File: src/dcache_ram.sv
// Single-port synchronous RAM with one-cycle registered read, used for cache entries.
module dcache_ram #(
	parameter int ADDRESS_WIDTH = 4,
	parameter int DATA_WIDTH = 64
) (
	input  logic                     i_clock,
	input  logic                     i_write,
	input  logic [ADDRESS_WIDTH-1:0] i_address,
	input  logic [DATA_WIDTH-1:0]    i_wdata,
	output logic [DATA_WIDTH-1:0]    o_rdata
);

	localparam int DEPTH = 1 << ADDRESS_WIDTH;

	logic [DATA_WIDTH-1:0] mem [DEPTH];

	// Write port.
	always_ff @(posedge i_clock) begin
		if (i_write) begin
			mem[i_address] <= i_wdata;
		end
	end

	// Read port, registered on every edge.
	// A write in the same cycle returns the old word.
	always_ff @(posedge i_clock) begin
		o_rdata <= mem[i_address];
	end

endmodule

File: config.mk
export PLATFORM = sky130hd
export DESIGN_NAME = dcache_ram
export DESIGN_NICKNAME = d
export VERILOG_FILES = /design/src/dcache_ram.sv
export SDC_FILE = /design/constraint.sdc
export NUM_CORES = 1
export LEC_CHECK = 0
export BUFFER_PORTS_ARGS = -buffer_cell sky130_fd_sc_hd__buf_2
export CAP_MARGIN = 10
export CORE_ASPECT_RATIO = 1.5
export CORE_MARGIN = 1.5
export CORE_UTILIZATION = 61
export DETAILED_ROUTE_END_ITERATION = 10
export GPL_TIMING_DRIVEN = 0
export MAX_ROUTING_LAYER = met4
export PLACE_DENSITY = 0.87
export RECOVER_POWER = 25
export SYNTH_ARGS = -nofsm -noshare
export SYNTH_HDL_FRONTEND = slang
export SYNTH_SLANG_ARGS = --single-unit
File: constraint.sdc
create_clock -name i_clock -period 7.4 [get_ports i_clock]
set_input_delay 0.74 -clock i_clock [delete_from_list [all_inputs] [get_ports i_clock]]
set_output_delay 0.74 -clock i_clock [all_outputs]
set_load 0.005 [all_outputs]
==> summary.txt <==
Status
  • Status: finished clean

Yosys
  • Flops & latches, synth: between 1000 and 1500
  • Yosys warns: 0
  • Most frequent cells after synthesis: 1024 x edfxtp_1, 256 x mux4_2, 128 x a22oi_1, 65 x nand2_1, 64 x dfxtp_1
  • Post-synthesis mux area share: 0.1459
  • Post-Synth Simple-Gate Area: 0.009435
  • Count leader, synth: edfxtp_1
  • Number of flops mapped to enable cells by yosys: 1024
  • Syn Std Cell Area: 39520 µm²
  • Area leader, netlist: edfxtp_1
  • FFs w/ async S/R, synth: 0
  • Xor/xnor share of the synthesized area: 0
  • Largest cells by area after synthesis: edfxtp_1 78%, mux4_2 15%, dfxtp_1 3.2%
  • Mean post-synth cell area: between 20 and 25 µm²
  • Post-Synth Adder-Cell Area: 0
  • Synth unique cells: 18
  • Top-area cell type share of the netlist area: 0.7781
  • Register area share after synthesis: 0.8105
  • Most used DFF post-synth: edfxtp_1
  • Syn nets: between 1500 and 2000
  • Syn Inst Count: 1648
  • Compound-gate portion of the synthesized area: 0.02432
  • Main combinational cell family by area after synthesis: multiplexers

CTS
  • Clock Latency Late Sink: approximately 0.67 ns
  • Post-CTS setup buffers: 0
  • Post_cts resized: 0
  • Clock Path Buffers: 3
  • Clock transition at path regs: approximately 0.07 ns
  • Clk sinks: 1088
  • Root Buffer: clkbuf_16
  • CTS Hold Bufs: 0
  • CTS Buf Count: 90
  • CTS tree: done
  • H-tree levels: 3

Setup path
  • Terminus of the critical flop-to-flop path: o_rdata[16]
  • Worst setup EP type: flip-flop
  • Arr. time, crit path: approximately 4 ns
  • FF-to-FF Start: mem[11][16]
  • Crit Path Class: in -> reg
  • Setup slack, reg-to-reg: 5.79 ns
  • Crit path max fanout: 24
  • Data required time of the worst path: 7.74 ns
  • R2r worst-path depth: 3
  • Crit path launch type: input port

Drt
  • Vias/cell: 6.899
  • Via count: 19950
  • Drt pass-1 iters: 5
  • # DRC: 0
  • Top sig layer: met4
  • DR WL/cell: 35.48 µm
  • Post-Route WL: 102600 µm
  • Met3 routed WL: 10070 µm
  • Iteration-0 DRC Markers: 3121
  • Met1 wire length: 32950 µm
  • DR WL met2: between 50000 and 60000 µm
  • Final ANT Viol Nets: 0

Cells and area
  • Final #Nets: ~2000
  • Post-Layout Cell Count: 2892
  • P&R area growth vs syn: 15.14%
  • Multi-input logic area: 7209 µm²
  • Register area: around 32000 µm²
  • Share of cells above drive strength 1: 0.2944
  • # fillers: 3375

Pwr
  • NetSw: 2655 µW
  • P_int: 9960 µW
  • Clk pwr share: 0.398
  • Net Sw Frac: 0.2105
  • Pleak: 0.01460 µW
  • Sequential share of power: 0.550
  • Power Density: 277.2 nW/µm²
  • Max IR drop VDD: 0.2125 mV
  • Comb pwr share: 0.052

Timing
  • PnR worst setup slack: about 3.8 ns
  • Layout Skew: 0.03046 ns
  • Hold Fails Final Rpt: 0
  • Final setup viols: 0
  • Slew at the pin with the worst max-slew slack: 1.208 ns
  • Slew Limit Fails: 0
  • Unrepaired setup endpoints after global routing: false
  • Minimum clock period: 3.564 ns
  • Final period util: 0.4816
  • Setup TNS: 0 ns
  • F_max: ~280 MHz
  • Slew headroom: 0.1915

Worst hold path
  • Hold Path Depth: 1
  • Worst Min Path Start: i_wdata[56]
  • Hold path endpoint: mem[1][56]
  • Worst Hold Class: in -> reg

Global routing
  • Initial antenna violation count: 9
  • Vias in the first global route: 20670
  • Total track usage: 0.3261
  • Global-route wire length before repair: ~150000 µm
  • Total gr overflow: 0
  • Largest net degree at the start of global routing: 25

Place
  • GP Congestion: 0.7417
  • # port buffers: 131
  • Worst slack, placed: 3.339 ns
  • Detail Placement HPWL: 58360 µm
  • Dpl cells: between 2000 and 3000

Floorplan
  • Core region area: about 64000 µm²
  • Effective utilization at floorplan: 0.6143
  • Placement Rows: 114
  • Die area: ~66000 µm²
  • Die height: 314.7 µm
  • IO Count: approximately 130
  • Die W: around 210 µm

Run
  • Total of max-cap violations: 0
[layer usage]
metal | up-vias | track usage
met1 | 10290 | 0.3860
met4 | 0 | 0.1695
met3 | 361 | 0.05220
met2 | 1673 | 0.5449
met5 | - | -
li1 | 7630 | -
[layout by cell type (no fill, tap or decap), types with 2 or more instances in the layout]
master,netlist,final
nand3b_1,2,2
clkbuf_1,37,109
bufinv_16,0,10
buf_12,0,21
nor3_2,0,4
nand2_1,65,65
diode_2,0,11
buf_4,7,10
edfxtp_1,1024,1024
dfxtp_1,64,64
a22oi_1,128,128
clkinv_2,0,12
buf_2,28,114
mux4_2,256,256
nand2b_1,2,2
buf_1,12,12
nor2b_1,2,2
clkbuf_8,0,11
buf_6,1,24
buf_8,0,6
clkbuf_16,0,95
clkinv_1,0,8
inv_6,0,3
nor2_4,0,12
buf_16,0,11
[stage by stage]
step / total power (µW) / instance area, µm² / utilization / hold WS [ns]
4_1_cts: 12620 / 45530 / 0.7078 / 0.4153
3_3_place_gp: 7633 / 41260 / 0.6414 / 0.6530
3_5_place_dp: 7693 / 42470 / 0.6602 / 0.6510
6_report: 12620 / 45500 / 0.7073 / 0.4670
5_1_grt: 12850 / 45500 / 0.7073 / 0.4767
2_1_floorplan: 7383 / 39520 / - / 0.6349
[sequential cells by signal (all words and copies together), names as in the netlist]
register	cells
o_rdata	64
mem	1024
[worst max-delay path, cell delays in order]
cell,delay [ns]
buf_2,0.33
buf_2,0.42
buf_1,0.51
nand2_1,0.44
nor2_4,0.87
buf_12,0.29
buf_12,0.23
[worst max-delay path by stage]
stage	startpoint	to	cells past startpoint
after detailed placement	i_address[1]	mem[7][30]	7
after global placement	i_address[1]	mem[0][26]	4
after floorplan	i_address[1]	mem[0][0]	4
after CTS	i_address[1]	mem[7][31]	7
final	i_address[1]	mem[7][31]	7
after global routing	i_address[1]	mem[7][31]	7
[power by group through the flow]
stage,sequential (µW),combinational (µW),clock [µW]
final,6940,653,5020
after CTS,6940,652,5030
after global routing,6950,680,5220
after global placement,7060,570,0
after floorplan,7060,324,0
after detailed placement,7060,630,0
[cell type report]
type	count	share of cell area
clock inverter	35	0.009514
tap	870	0.02392
clock buffer	133	0.05780
sequential	1088	0.7040
buffer	85	0.008524
antenna	11	0.0006050
multi-input combinational	475	0.1584
timing repair buffer	195	0.03723
[logic make-up after synthesis]
kind of cell / count (synthesis)
AO/OA/AOI/OAI: 128
multiplexers: 256
AND/OR/NAND/NOR: 91
buffers and inverters: 85
flip-flops: 1088
No activity file was read; power rests on OpenSTA's default activity.
